## src/mips_pkg.sv

```systemverilog
// shared definitions for the single-cycle mips core
// field types, opcode and funct codes, operation enums and the
// control and data-memory request bundles
package mips_pkg;

   // basic data types
   typedef logic [31:0] word_t;
   typedef logic [29:0] waddr_t;
   typedef logic [4:0]  reg_idx_t;
   // bit k enables byte lane k
   typedef logic [3:0]  be_t;

   // reset value of the pc
   localparam word_t DEFAULT_TEXT_START = 32'h0040_0000;

   // primary opcodes, inst[31:26]
   localparam logic [5:0] OP_SPECIAL = 6'h00;
   localparam logic [5:0] OP_REGIMM  = 6'h01;
   localparam logic [5:0] OP_J       = 6'h02;
   localparam logic [5:0] OP_JAL     = 6'h03;
   localparam logic [5:0] OP_BEQ     = 6'h04;
   localparam logic [5:0] OP_BNE     = 6'h05;
   localparam logic [5:0] OP_BLEZ    = 6'h06;
   localparam logic [5:0] OP_BGTZ    = 6'h07;
   localparam logic [5:0] OP_ADDI    = 6'h08;
   localparam logic [5:0] OP_ADDIU   = 6'h09;
   localparam logic [5:0] OP_SLTI    = 6'h0a;
   localparam logic [5:0] OP_SLTIU   = 6'h0b;
   localparam logic [5:0] OP_ANDI    = 6'h0c;
   localparam logic [5:0] OP_ORI     = 6'h0d;
   localparam logic [5:0] OP_XORI    = 6'h0e;
   localparam logic [5:0] OP_LUI     = 6'h0f;
   localparam logic [5:0] OP_LB      = 6'h20;
   localparam logic [5:0] OP_LH      = 6'h21;
   localparam logic [5:0] OP_LW      = 6'h23;
   localparam logic [5:0] OP_LBU     = 6'h24;
   localparam logic [5:0] OP_LHU     = 6'h25;
   localparam logic [5:0] OP_SB      = 6'h28;
   localparam logic [5:0] OP_SH      = 6'h29;
   localparam logic [5:0] OP_SW      = 6'h2b;

   // special funct codes, inst[5:0]
   localparam logic [5:0] FN_SLL     = 6'h00;
   localparam logic [5:0] FN_SRL     = 6'h02;
   localparam logic [5:0] FN_SRA     = 6'h03;
   localparam logic [5:0] FN_SLLV    = 6'h04;
   localparam logic [5:0] FN_SRLV    = 6'h06;
   localparam logic [5:0] FN_SRAV    = 6'h07;
   localparam logic [5:0] FN_JR      = 6'h08;
   localparam logic [5:0] FN_SYSCALL = 6'h0c;
   localparam logic [5:0] FN_ADD     = 6'h20;
   localparam logic [5:0] FN_ADDU    = 6'h21;
   localparam logic [5:0] FN_SUB     = 6'h22;
   localparam logic [5:0] FN_SUBU    = 6'h23;
   localparam logic [5:0] FN_AND     = 6'h24;
   localparam logic [5:0] FN_OR      = 6'h25;
   localparam logic [5:0] FN_XOR     = 6'h26;
   localparam logic [5:0] FN_NOR     = 6'h27;
   localparam logic [5:0] FN_SLT     = 6'h2a;
   localparam logic [5:0] FN_SLTU    = 6'h2b;

   // regimm rt field selects the branch flavor
   localparam reg_idx_t RT_BLTZ = 5'h00;
   localparam reg_idx_t RT_BGEZ = 5'h01;

   typedef enum logic [3:0] {
      ALU_ADD, ALU_SUB, ALU_AND, ALU_OR, ALU_XOR, ALU_NOR, ALU_SLL,
      ALU_SRL, ALU_SRA, ALU_SLLV, ALU_SRLV, ALU_SRAV, ALU_SLT, ALU_SLTU
   } alu_op_e;

   typedef enum logic [2:0] {
      BR_NONE, BR_BEQ, BR_BNE, BR_BLEZ, BR_BGTZ, BR_BLTZ, BR_BGEZ
   } br_cond_e;

   typedef enum logic [2:0] {
      LD_NONE, LD_LUI, LD_LB, LD_LH, LD_LW, LD_LBU, LD_LHU
   } load_op_e;

   typedef enum logic [1:0] {ST_NONE, ST_SB, ST_SH, ST_SW} store_op_e;

   typedef enum logic [1:0] {PC_SEQ, PC_BRANCH, PC_JUMP, PC_JUMP_REG} pc_sel_e;

   // decode bundle, one per instruction
   typedef struct packed {
      alu_op_e   alu_op;
      logic      alu_src_imm;
      logic      reg_dst_rd;
      logic      reg_we;
      load_op_e  load_op;
      store_op_e store_op;
      br_cond_e  br_cond;
      pc_sel_e   pc_sel;
      logic      link;
      logic      halt_req;
   } ctrl_t;

   // data-memory request, answered in the same cycle
   typedef struct packed {
      waddr_t addr;
      word_t  wdata;
      be_t    be;
   } dmem_req_t;

endpackage

```

## src/mips_decode.sv

```systemverilog
// instruction decoder
// maps one instruction word to the control bundle and the
// sign- or zero-extended immediate
`timescale 1ns/10ps

module mips_decode (
   input  mips_pkg::word_t inst,
   output mips_pkg::ctrl_t ctrl,
   output mips_pkg::word_t imm
);
   import mips_pkg::*;

   logic [5:0] opcode;
   logic [5:0] funct;
   reg_idx_t   rt;

   assign opcode = inst[31:26];
   assign funct  = inst[5:0];
   assign rt     = inst[20:16];

   // logical immediates are zero extended, everything else sign extended
   assign imm = (opcode == OP_ANDI || opcode == OP_ORI || opcode == OP_XORI)
      ? {16'h0000, inst[15:0]} : {{16{inst[15]}}, inst[15:0]};

   always_comb
   begin
      // defaults describe a no-op with sequential pc
      ctrl = '{alu_op: ALU_ADD, load_op: LD_NONE, store_op: ST_NONE,
               br_cond: BR_NONE, pc_sel: PC_SEQ, default: 1'b0};
      case (opcode)
         OP_SPECIAL:
         begin
            // r-type writes rd unless the funct says otherwise
            ctrl.reg_dst_rd = 1'b1;
            ctrl.reg_we     = 1'b1;
            case (funct)
               FN_SLL:  ctrl.alu_op = ALU_SLL;
               FN_SRL:  ctrl.alu_op = ALU_SRL;
               FN_SRA:  ctrl.alu_op = ALU_SRA;
               FN_SLLV: ctrl.alu_op = ALU_SLLV;
               FN_SRLV: ctrl.alu_op = ALU_SRLV;
               FN_SRAV: ctrl.alu_op = ALU_SRAV;
               // no overflow trap, so the signed and unsigned forms match
               FN_ADD, FN_ADDU: ctrl.alu_op = ALU_ADD;
               FN_SUB, FN_SUBU: ctrl.alu_op = ALU_SUB;
               FN_AND:  ctrl.alu_op = ALU_AND;
               FN_OR:   ctrl.alu_op = ALU_OR;
               FN_XOR:  ctrl.alu_op = ALU_XOR;
               FN_NOR:  ctrl.alu_op = ALU_NOR;
               FN_SLT:  ctrl.alu_op = ALU_SLT;
               FN_SLTU: ctrl.alu_op = ALU_SLTU;
               FN_JR:
               begin
                  ctrl.reg_we = 1'b0;
                  ctrl.pc_sel = PC_JUMP_REG;
               end
               // syscall and reserved functs both stop the core
               default:
               begin
                  ctrl.reg_we   = 1'b0;
                  ctrl.halt_req = 1'b1;
               end
            endcase
         end
         OP_REGIMM:
         begin
            ctrl.pc_sel = PC_BRANCH;
            if (rt == RT_BLTZ)
               ctrl.br_cond = BR_BLTZ;
            else if (rt == RT_BGEZ)
               ctrl.br_cond = BR_BGEZ;
            else
            begin
               ctrl.pc_sel   = PC_SEQ;
               ctrl.halt_req = 1'b1;
            end
         end
         OP_J:    ctrl.pc_sel = PC_JUMP;
         OP_JAL:
         begin
            // link value and r31 are chosen in the core
            ctrl.pc_sel = PC_JUMP;
            ctrl.link   = 1'b1;
            ctrl.reg_we = 1'b1;
         end
         OP_BEQ, OP_BNE, OP_BLEZ, OP_BGTZ:
         begin
            ctrl.pc_sel  = PC_BRANCH;
            ctrl.br_cond = (opcode == OP_BEQ) ? BR_BEQ : (opcode == OP_BNE) ? BR_BNE
               : (opcode == OP_BLEZ) ? BR_BLEZ : BR_BGTZ;
         end
         OP_ADDI, OP_ADDIU, OP_SLTI, OP_SLTIU, OP_ANDI, OP_ORI, OP_XORI:
         begin
            ctrl.alu_src_imm = 1'b1;
            ctrl.reg_we      = 1'b1;
            ctrl.alu_op = (opcode == OP_SLTI) ? ALU_SLT : (opcode == OP_SLTIU) ? ALU_SLTU
               : (opcode == OP_ANDI) ? ALU_AND : (opcode == OP_ORI) ? ALU_OR
               : (opcode == OP_XORI) ? ALU_XOR : ALU_ADD;
         end
         // lui goes through the load path, value comes from the immediate
         OP_LUI, OP_LB, OP_LH, OP_LW, OP_LBU, OP_LHU:
         begin
            ctrl.alu_src_imm = 1'b1;
            ctrl.reg_we      = 1'b1;
            ctrl.load_op = (opcode == OP_LUI) ? LD_LUI : (opcode == OP_LB) ? LD_LB
               : (opcode == OP_LH) ? LD_LH : (opcode == OP_LW) ? LD_LW
               : (opcode == OP_LBU) ? LD_LBU : LD_LHU;
         end
         OP_SB, OP_SH, OP_SW:
         begin
            ctrl.alu_src_imm = 1'b1;
            ctrl.store_op = (opcode == OP_SB) ? ST_SB : (opcode == OP_SH) ? ST_SH : ST_SW;
         end
         default: ctrl.halt_req = 1'b1;
      endcase
   end

endmodule

```

## src/mips_regfile.sv

```systemverilog
// register file, two combinational reads and one write per clock
// r0 has no storage and always reads as zero
`timescale 1ns/10ps

module mips_regfile (
   input  logic                clk,
   input  logic                rst_b,
   input  mips_pkg::reg_idx_t  rs,
   input  mips_pkg::reg_idx_t  rt,
   input  mips_pkg::reg_idx_t  rd_idx,
   input  mips_pkg::word_t     rd_data,
   input  logic                we,
   output mips_pkg::word_t     rs_data,
   output mips_pkg::word_t     rt_data
);
   import mips_pkg::*;

   // only r1..r31 are stored
   word_t regs [1:31];

   always_ff @(posedge clk or negedge rst_b)
   begin
      if (!rst_b)
      begin
         for (int i = 1; i < 32; i++)
         begin
            regs[i] <= '0;
         end
      end
      // writes aimed at r0 are dropped here
      else if (we && rd_idx != 5'd0)
      begin
         regs[rd_idx] <= rd_data;
      end
   end

   assign rs_data = (rs == 5'd0) ? '0 : regs[rs];
   assign rt_data = (rt == 5'd0) ? '0 : regs[rt];

endmodule

```

## src/mips_alu.sv

```systemverilog
// alu with the branch condition test
// arithmetic, logic, shifts and set-less-than, plus a separate
// comparator that decides conditional branches
`timescale 1ns/10ps

module mips_alu (
   input  mips_pkg::word_t    op_a,
   input  mips_pkg::word_t    op_b,
   input  mips_pkg::alu_op_e  alu_op,
   input  mips_pkg::br_cond_e br_cond,
   input  logic [4:0]         shamt,
   output mips_pkg::word_t    alu_out,
   output logic               br_taken
);
   import mips_pkg::*;

   logic [4:0] var_sh;
   logic       a_zero;
   logic       a_neg;

   // variable shifts take the amount from rs
   assign var_sh = op_a[4:0];
   assign a_zero = (op_a == '0);
   assign a_neg  = op_a[31];

   always_comb
   begin
      case (alu_op)
         ALU_ADD:  alu_out = op_a + op_b;
         ALU_SUB:  alu_out = op_a - op_b;
         ALU_AND:  alu_out = op_a & op_b;
         ALU_OR:   alu_out = op_a | op_b;
         ALU_XOR:  alu_out = op_a ^ op_b;
         ALU_NOR:  alu_out = ~(op_a | op_b);
         // immediate shifts act on rt with the shamt field
         ALU_SLL:  alu_out = op_b << shamt;
         ALU_SRL:  alu_out = op_b >> shamt;
         ALU_SRA:  alu_out = $signed(op_b) >>> shamt;
         ALU_SLLV: alu_out = op_b << var_sh;
         ALU_SRLV: alu_out = op_b >> var_sh;
         ALU_SRAV: alu_out = $signed(op_b) >>> var_sh;
         ALU_SLT:  alu_out = {31'b0, $signed(op_a) < $signed(op_b)};
         ALU_SLTU: alu_out = {31'b0, op_a < op_b};
         default:  alu_out = op_a + op_b;
      endcase
   end

   // branch test runs beside the datapath, not through it
   always_comb
   begin
      case (br_cond)
         BR_BEQ:  br_taken = (op_a == op_b);
         BR_BNE:  br_taken = (op_a != op_b);
         // the zero compares look only at rs, signed
         BR_BLEZ: br_taken = a_neg | a_zero;
         BR_BGTZ: br_taken = !a_neg && !a_zero;
         BR_BLTZ: br_taken = a_neg;
         BR_BGEZ: br_taken = !a_neg;
         default: br_taken = 1'b0;
      endcase
   end

endmodule

```

## src/mips_mem_align.sv

```systemverilog
// load/store byte lane logic
// lane k of a word is bits 8k upward and write enable bit k,
// for both stores and loads
`timescale 1ns/10ps

module mips_mem_align (
   input  mips_pkg::word_t     addr,
   input  mips_pkg::store_op_e store_op,
   input  mips_pkg::load_op_e  load_op,
   input  mips_pkg::word_t     rt_data,
   input  mips_pkg::word_t     mem_rdata,
   input  logic [15:0]         imm_hi,
   output mips_pkg::dmem_req_t req,
   output mips_pkg::word_t     load_data
);
   import mips_pkg::*;

   logic [1:0] offset;
   logic [4:0] lane_sh;
   word_t      rd_shifted;

   assign offset  = addr[1:0];
   // byte offset times eight
   assign lane_sh = {offset, 3'b000};
   assign req.addr = addr[31:2];

   always_comb
   begin
      case (store_op)
         ST_SB:
         begin
            req.wdata = {24'h0, rt_data[7:0]} << lane_sh;
            req.be    = 4'b0001 << offset;
         end
         ST_SH:
         begin
            req.wdata = {16'h0, rt_data[15:0]} << lane_sh;
            req.be    = 4'b0011 << offset;
         end
         ST_SW:
         begin
            req.wdata = rt_data;
            req.be    = 4'b1111;
         end
         default:
         begin
            req.wdata = rt_data;
            req.be    = 4'b0000;
         end
      endcase
   end

   // addressed lane moved down to bit 0
   assign rd_shifted = mem_rdata >> lane_sh;

   always_comb
   begin
      case (load_op)
         LD_LUI:  load_data = {imm_hi, 16'h0000};
         LD_LB:   load_data = {{24{rd_shifted[7]}}, rd_shifted[7:0]};
         LD_LH:   load_data = {{16{rd_shifted[15]}}, rd_shifted[15:0]};
         LD_LW:   load_data = mem_rdata;
         LD_LBU:  load_data = {24'h0, rd_shifted[7:0]};
         LD_LHU:  load_data = {16'h0, rd_shifted[15:0]};
         default: load_data = '0;
      endcase
   end

endmodule

```

## src/mips_core.sv

```systemverilog
// single-cycle mips-i core, top level
// holds the pc and halt flag, picks the writeback value and the next pc
// and gates all state updates once halted
`timescale 1ns/10ps

module mips_core #(
   parameter mips_pkg::word_t TEXT_START = mips_pkg::DEFAULT_TEXT_START
) (
   input  logic                clk,
   input  logic                rst_b,
   output mips_pkg::waddr_t    inst_addr,
   input  mips_pkg::word_t     inst,
   output mips_pkg::dmem_req_t dmem_req,
   input  mips_pkg::word_t     mem_rdata,
   output logic                halted
);
   import mips_pkg::*;

   word_t     pc_q;
   logic      halted_q;
   ctrl_t     ctrl;
   word_t     imm;
   word_t     rs_data;
   word_t     rt_data;
   word_t     alu_b;
   word_t     alu_out;
   logic      br_taken;
   word_t     load_data;
   dmem_req_t align_req;
   word_t     pc_plus4;
   word_t     br_target;
   word_t     jmp_target;
   word_t     next_pc;
   reg_idx_t  wb_idx;
   word_t     wb_data;

   mips_decode i_mips_decode (.inst(inst), .ctrl(ctrl), .imm(imm));

   // a halted core must not touch the register file
   mips_regfile i_mips_regfile (
      .clk(clk), .rst_b(rst_b), .rs(inst[25:21]), .rt(inst[20:16]),
      .rd_idx(wb_idx), .rd_data(wb_data), .we(ctrl.reg_we && !halted_q),
      .rs_data(rs_data), .rt_data(rt_data)
   );

   assign alu_b = ctrl.alu_src_imm ? imm : rt_data;

   mips_alu i_mips_alu (
      .op_a(rs_data), .op_b(alu_b), .alu_op(ctrl.alu_op), .br_cond(ctrl.br_cond),
      .shamt(inst[10:6]), .alu_out(alu_out), .br_taken(br_taken)
   );

   // effective address is the alu sum of rs and the offset
   mips_mem_align i_mips_mem_align (
      .addr(alu_out), .store_op(ctrl.store_op), .load_op(ctrl.load_op),
      .rt_data(rt_data), .mem_rdata(mem_rdata), .imm_hi(imm[15:0]),
      .req(align_req), .load_data(load_data)
   );

   assign dmem_req.addr  = align_req.addr;
   assign dmem_req.wdata = align_req.wdata;
   // no memory write after halt
   assign dmem_req.be    = halted_q ? 4'b0000 : align_req.be;

   // destination is r31 for jal, else rd for r-type, else rt
   assign wb_idx  = ctrl.link ? 5'd31 : (ctrl.reg_dst_rd ? inst[15:11] : inst[20:16]);
   assign wb_data = ctrl.link ? pc_plus4
      : (ctrl.load_op != LD_NONE) ? load_data : alu_out;

   assign pc_plus4   = pc_q + 32'd4;
   assign br_target  = pc_plus4 + {imm[29:0], 2'b00};
   assign jmp_target = {pc_q[31:28], inst[25:0], 2'b00};

   always_comb
   begin
      case (ctrl.pc_sel)
         // untaken branch falls through
         PC_BRANCH:   next_pc = br_taken ? br_target : pc_plus4;
         PC_JUMP:     next_pc = jmp_target;
         PC_JUMP_REG: next_pc = rs_data;
         default:     next_pc = pc_plus4;
      endcase
   end

   always_ff @(posedge clk or negedge rst_b)
   begin
      if (!rst_b)
      begin
         pc_q     <= TEXT_START;
         halted_q <= 1'b0;
      end
      else
      begin
         // halt is sticky until reset
         if (ctrl.halt_req)
            halted_q <= 1'b1;
         // pc stays on the halting instruction
         if (!halted_q && !ctrl.halt_req)
            pc_q <= next_pc;
      end
   end

   assign inst_addr = pc_q[31:2];
   assign halted    = halted_q;

endmodule

```

## config.mk

```make
export PLATFORM = sky130hd
export DESIGN_NAME = mips_core
export DESIGN_NICKNAME = d
export VERILOG_FILES = /design/src/mips_pkg.sv /design/src/mips_decode.sv /design/src/mips_regfile.sv /design/src/mips_alu.sv /design/src/mips_mem_align.sv /design/src/mips_core.sv
export SDC_FILE = /design/constraint.sdc
export NUM_CORES = 2
export LEC_CHECK = 0
export BUFFER_PORTS_ARGS = -buffer_cell sky130_fd_sc_hd__buf_4
export CAP_MARGIN = 20
export CORE_AREA = 2 2 384 462
export CTS_CLUSTER_DIAMETER = 120
export CTS_CLUSTER_SIZE = 10
export DETAILED_ROUTE_END_ITERATION = 10
export DIE_AREA = 0 0 386 464
export PLACE_DENSITY = 0.6
export SLEW_MARGIN = 0
export SYNTH_ARGS = -nofsm -noshare
export SYNTH_HDL_FRONTEND = slang
export SYNTH_SLANG_ARGS = --single-unit
```

## constraint.sdc

```tcl
create_clock -name clk -period 8.4 [get_ports clk]
set_input_delay 0.84 -clock clk [delete_from_list [all_inputs] [get_ports clk]]
set_output_delay 0.84 -clock clk [all_outputs]
set_load 0.005 [all_outputs]
```

==> implementation parameters <==
Parameter                              Value

Power and ir drop
  Static Leakage    around 34 nW
  Peak supply drop    0.194 mV
  Ratio of total power to cell area    160 nW/um^2
  Post-layout total power    12.7 mW

Final layout
  Area taken by multi-input logic gates    41000 sq um
  Area Overhead vs Synth    14.1%
  Sequential Area    about 26000 sq um
  Final core utilization    0.455
  Most frequent cells in the layout    sky130_fd_sc_hd__nand2_1, sky130_fd_sc_hd__dfrtp_1, sky130_fd_sc_hd__o21ai_0
  Net count of the finished layout    7455
  Count of non-filler cells in the finished layout    9580
  Layout fillers    16500
  Layout cells sized above 1    0.246
  Most frequent standard cell in the layout excluding fill and tap cells    sky130_fd_sc_hd__nand2_1

Clock tree
  Clock transition at the register clock pins on the worst setup and hold paths after CTS    about 0.060 ns
  Clock root buffer    sky130_fd_sc_hd__clkbuf_16
  Number of buffers inserted for hold repair after clock tree synthesis    0
  CTS H-tree depth    3
  Latest clock arrival within the worst-skew pair    ~0.8 ns
  CTS tree    built
  CTS max path bufs    3
  CTS Sinks    about 1000
  TritonCTS buffer count    113

Floorplan
  Height of the die    464 um
  Die Area    ~180000 sq um
  Total number of placement rows    168
  Die Wd    386 um
  Number of top-level pins    between 150 and 200
  Placeable core region    174000 sq um
  Starting utilization of the core area    0.398

Synthesis
  Part of the Yosys area used for sequential elements    0.370
  Syn nets    between 7000 and 8000
  Cell Area, Synth    69400 sq um
  Number of flops mapped to enable cells by yosys    0
  Warnings, synthesis    0
  Top cells by area in the synthesized netlist    sky130_fd_sc_hd__dfrtp_1, sky130_fd_sc_hd__mux4_2, sky130_fd_sc_hd__o21ai_0
  Cell count after synthesis    7120
  Synth area leader    sky130_fd_sc_hd__dfrtp_1
  Number of storage elements in the synthesis netlist    1025
  Main flop type after synthesis    sky130_fd_sc_hd__dfrtp_1
  Fraction of synthesized cell area taken by the top area cell type    0.369
  Unique cell type count in the Yosys netlist    107
  Share of synthesized registers carrying an async set or reset    1.00
  Syn avg cell area    about 9.7 sq um

Place
  HPWL after DPL    252000 um
  Gp weighted congestion    1.11
  DP Worst Slack    -0.570 ns
  Port Buffers    162
  Number of placed instances, taps included    9430

Global route
  Maximum number of pins on one net before global-route repair    180
  GR Util All Layers    0.386
  Total congestion overflow after global routing    0
  Number of antenna violations at the first check in global routing    27
  First-pass GRT wire length    roughly 490000 um
  Number of global-route vias before repair    61700

Critical path
  Worst Setup End Kind    primary output
  Top fanout value on the critical path    21
  Endpoint required time on the critical path    7.56 ns
  Data arrival time at the worst-slack endpoint    around 7.5 ns
  Worst Setup Start Kind    primary input
  Critical path class    primary input to primary output

Detailed routing
  Mean routed wirelength per cell    36.6 um
  Vias per std cell    around 6.6
  Vias post-DR    63400
  Post-detailed-route DRC marker count    0
  WL final    350000 um
  Number of detailed-route iterations in the first pass    7
  Number of nets with antenna violations after detailed routing    0
  Number of design-rule violations left by the first detailed-router iteration    7565

STA
  Final critical-path required period    between 8 and 9 ns
  Max-slew violations    0
  Highest achievable clock rate    120 MHz
  Actual transition at the worst max-transition pin    1.33 ns
  Relative slew slack    0.108
  Count of final hold-check violations    0
  Period Utilization, post-route    0.988
  Final count of negative-setup-slack endpoints    0
  RSZ-0062 raised after global routing    false
  Smallest setup slack after layout    between 0.09 and 0.1 ns
  Clock tree skew after final layout    0.0741 ns

Worst hold path
  Worst min path class    primary input to asynchronous set/reset pin

Flow run
  Number of max-capacitance violations reported    0

Run status
  Run status    completed
metal layers:
metal	global-route usage	vias to the layer above	share of wire
met1	0.479	32200	0.38
met2	0.588	3429	0.45
met5	0	-	0.00022
met3	0.0897	985	0.090
met4	0.282	12	0.088
li1	-	26700	-
power breakdown:
group / total (mW) / leakage [nW] / switching (mW) / internal (mW)
Sequential: 5.03 / 14.3 / 0.0464 / 4.98
Combinational: 3.18 / 18.6 / 2.17 / 1.01
Clock: 4.45 / 1.48 / 2.05 / 2.39
Total: 12.7 / 34.4 / 4.27 / 8.39
worst max-delay path, cell delays in order:
cell,delay [ns]
sky130_fd_sc_hd__buf_4,0.34
sky130_fd_sc_hd__buf_4,0.27
sky130_fd_sc_hd__buf_4,0.27
sky130_fd_sc_hd__mux2i_1,0.20
sky130_fd_sc_hd__a211oi_1,0.30
sky130_fd_sc_hd__nand2_1,0.25
sky130_fd_sc_hd__o21ai_0,0.90
sky130_fd_sc_hd__inv_1,0.15
sky130_fd_sc_hd__ha_1,0.30
sky130_fd_sc_hd__nor3_1,0.22
sky130_fd_sc_hd__a211oi_1,0.11
sky130_fd_sc_hd__buf_4,0.18
sky130_fd_sc_hd__nor3_1,0.40
sky130_fd_sc_hd__o21ai_0,0.28
sky130_fd_sc_hd__a311o_1,0.41
sky130_fd_sc_hd__a21oi_1,0.33
sky130_fd_sc_hd__o21bai_1,0.14
sky130_fd_sc_hd__buf_4,0.16
sky130_fd_sc_hd__a21oi_1,0.18
sky130_fd_sc_hd__buf_4,0.15
sky130_fd_sc_hd__o22ai_1,0.08
sky130_fd_sc_hd__nor2_1,0.30
sky130_fd_sc_hd__o211ai_1,0.29
sky130_fd_sc_hd__buf_4,0.23
sky130_fd_sc_hd__buf_4,0.13
worst paths after layout:
kind | from | to | slack [ns] | depth (start not counted)
worst max-delay path | inst[19] | dmem_req[61] | 0.1 | 25
worst min-delay path | rst_b | i_mips_regfile.regs[184] | 0.12 | 1
worst max register to register | i_mips_regfile.regs[641] | i_mips_regfile.regs[855] | 0.39 | 27
worst min register to register | i_mips_regfile.regs[669] | i_mips_regfile.regs[669] | 0.50 | 2
max in group asynchronous | rst_b | i_mips_regfile.regs[990] | 6.14 | 3
min in group clk | i_mips_regfile.regs[669] | i_mips_regfile.regs[669] | 0.50 | 2
through the flow:
step           setup TNS, ns  instance area [sq um]  hold WS, ns
2_1_floorplan              0                  69400        0.458
3_3_place_gp         -610.81                  76000        0.472
3_5_place_dp          -27.48                  76000        0.483
4_1_cts                    0                  79100        0.133
5_1_grt                    0                  79200        0.171
6_report                   0                  79200        0.119
cell usage after synthesis, drive strengths merged (25+ instances only):
| master | number |
|---|---|
| nor4 | 35 |
| a221oi | 49 |
| o221ai | 32 |
| nor2 | 312 |
| ha | 132 |
| a22o | 41 |
| nand3 | 159 |
| or3 | 39 |
| xor2 | 25 |
| inv | 125 |
| a211oi | 58 |
| buf | 177 |
| a221o | 26 |
| clkbuf | 507 |
| mux2i | 179 |
| o21ai | 1003 |
| nand2b | 39 |
| nor2b | 33 |
| o31ai | 59 |
| nor3 | 136 |
| nand2 | 1108 |
| dfrtp | 1024 |
| o22ai | 85 |
| and3 | 36 |
| o211ai | 73 |
| mux4 | 488 |
| mux2 | 321 |
| a21oi | 267 |
| a22oi | 63 |
| a21o | 58 |
| xnor2 | 55 |
| a31oi | 28 |
| nand4 | 34 |
cell families (layout without fill, tap and decap cells):
family                   count (synthesis)  after routing  synth area share
buffers and inverters                  814            968            0.0475
AND/OR/NAND/NOR                       2025           2025             0.129
adder cells (fa/ha/maj)                135            135            0.0247
AO/OA/AOI/OAI                         2053           2053             0.183
multiplexers                           988            988             0.237
other                                    0             11                 0
XOR/XNOR                                80             80            0.0101
flip-flops                            1025           1025             0.370
timing repair:
| action | 4_1_cts | 5_1_grt |
|---|---|---|
| buffers inserted | 1 | 0 |
| gates cloned | 0 | 0 |
| resized for setup | 1 | 16 |
| pin swaps | 1 | 0 |
| setup endpoints to repair | 12 | 49 |
area by class of cell:
cell class	instances	area share
diodes	11	0.000348
clock buffers	126	0.0363
clock inverters	9	0.00209
inverters	130	0.00619
multi-input cells	5281	0.518
flip-flops and latches	1025	0.324
well taps	2295	0.0363
repair buffers	703	0.0773
sequential cells by signal, indices dropped and copies added, names as in the netlist:
register             count
pc_q                    32
halted                   1
i_mips_regfile.regs    992
(Power assumes the default switching activity.)
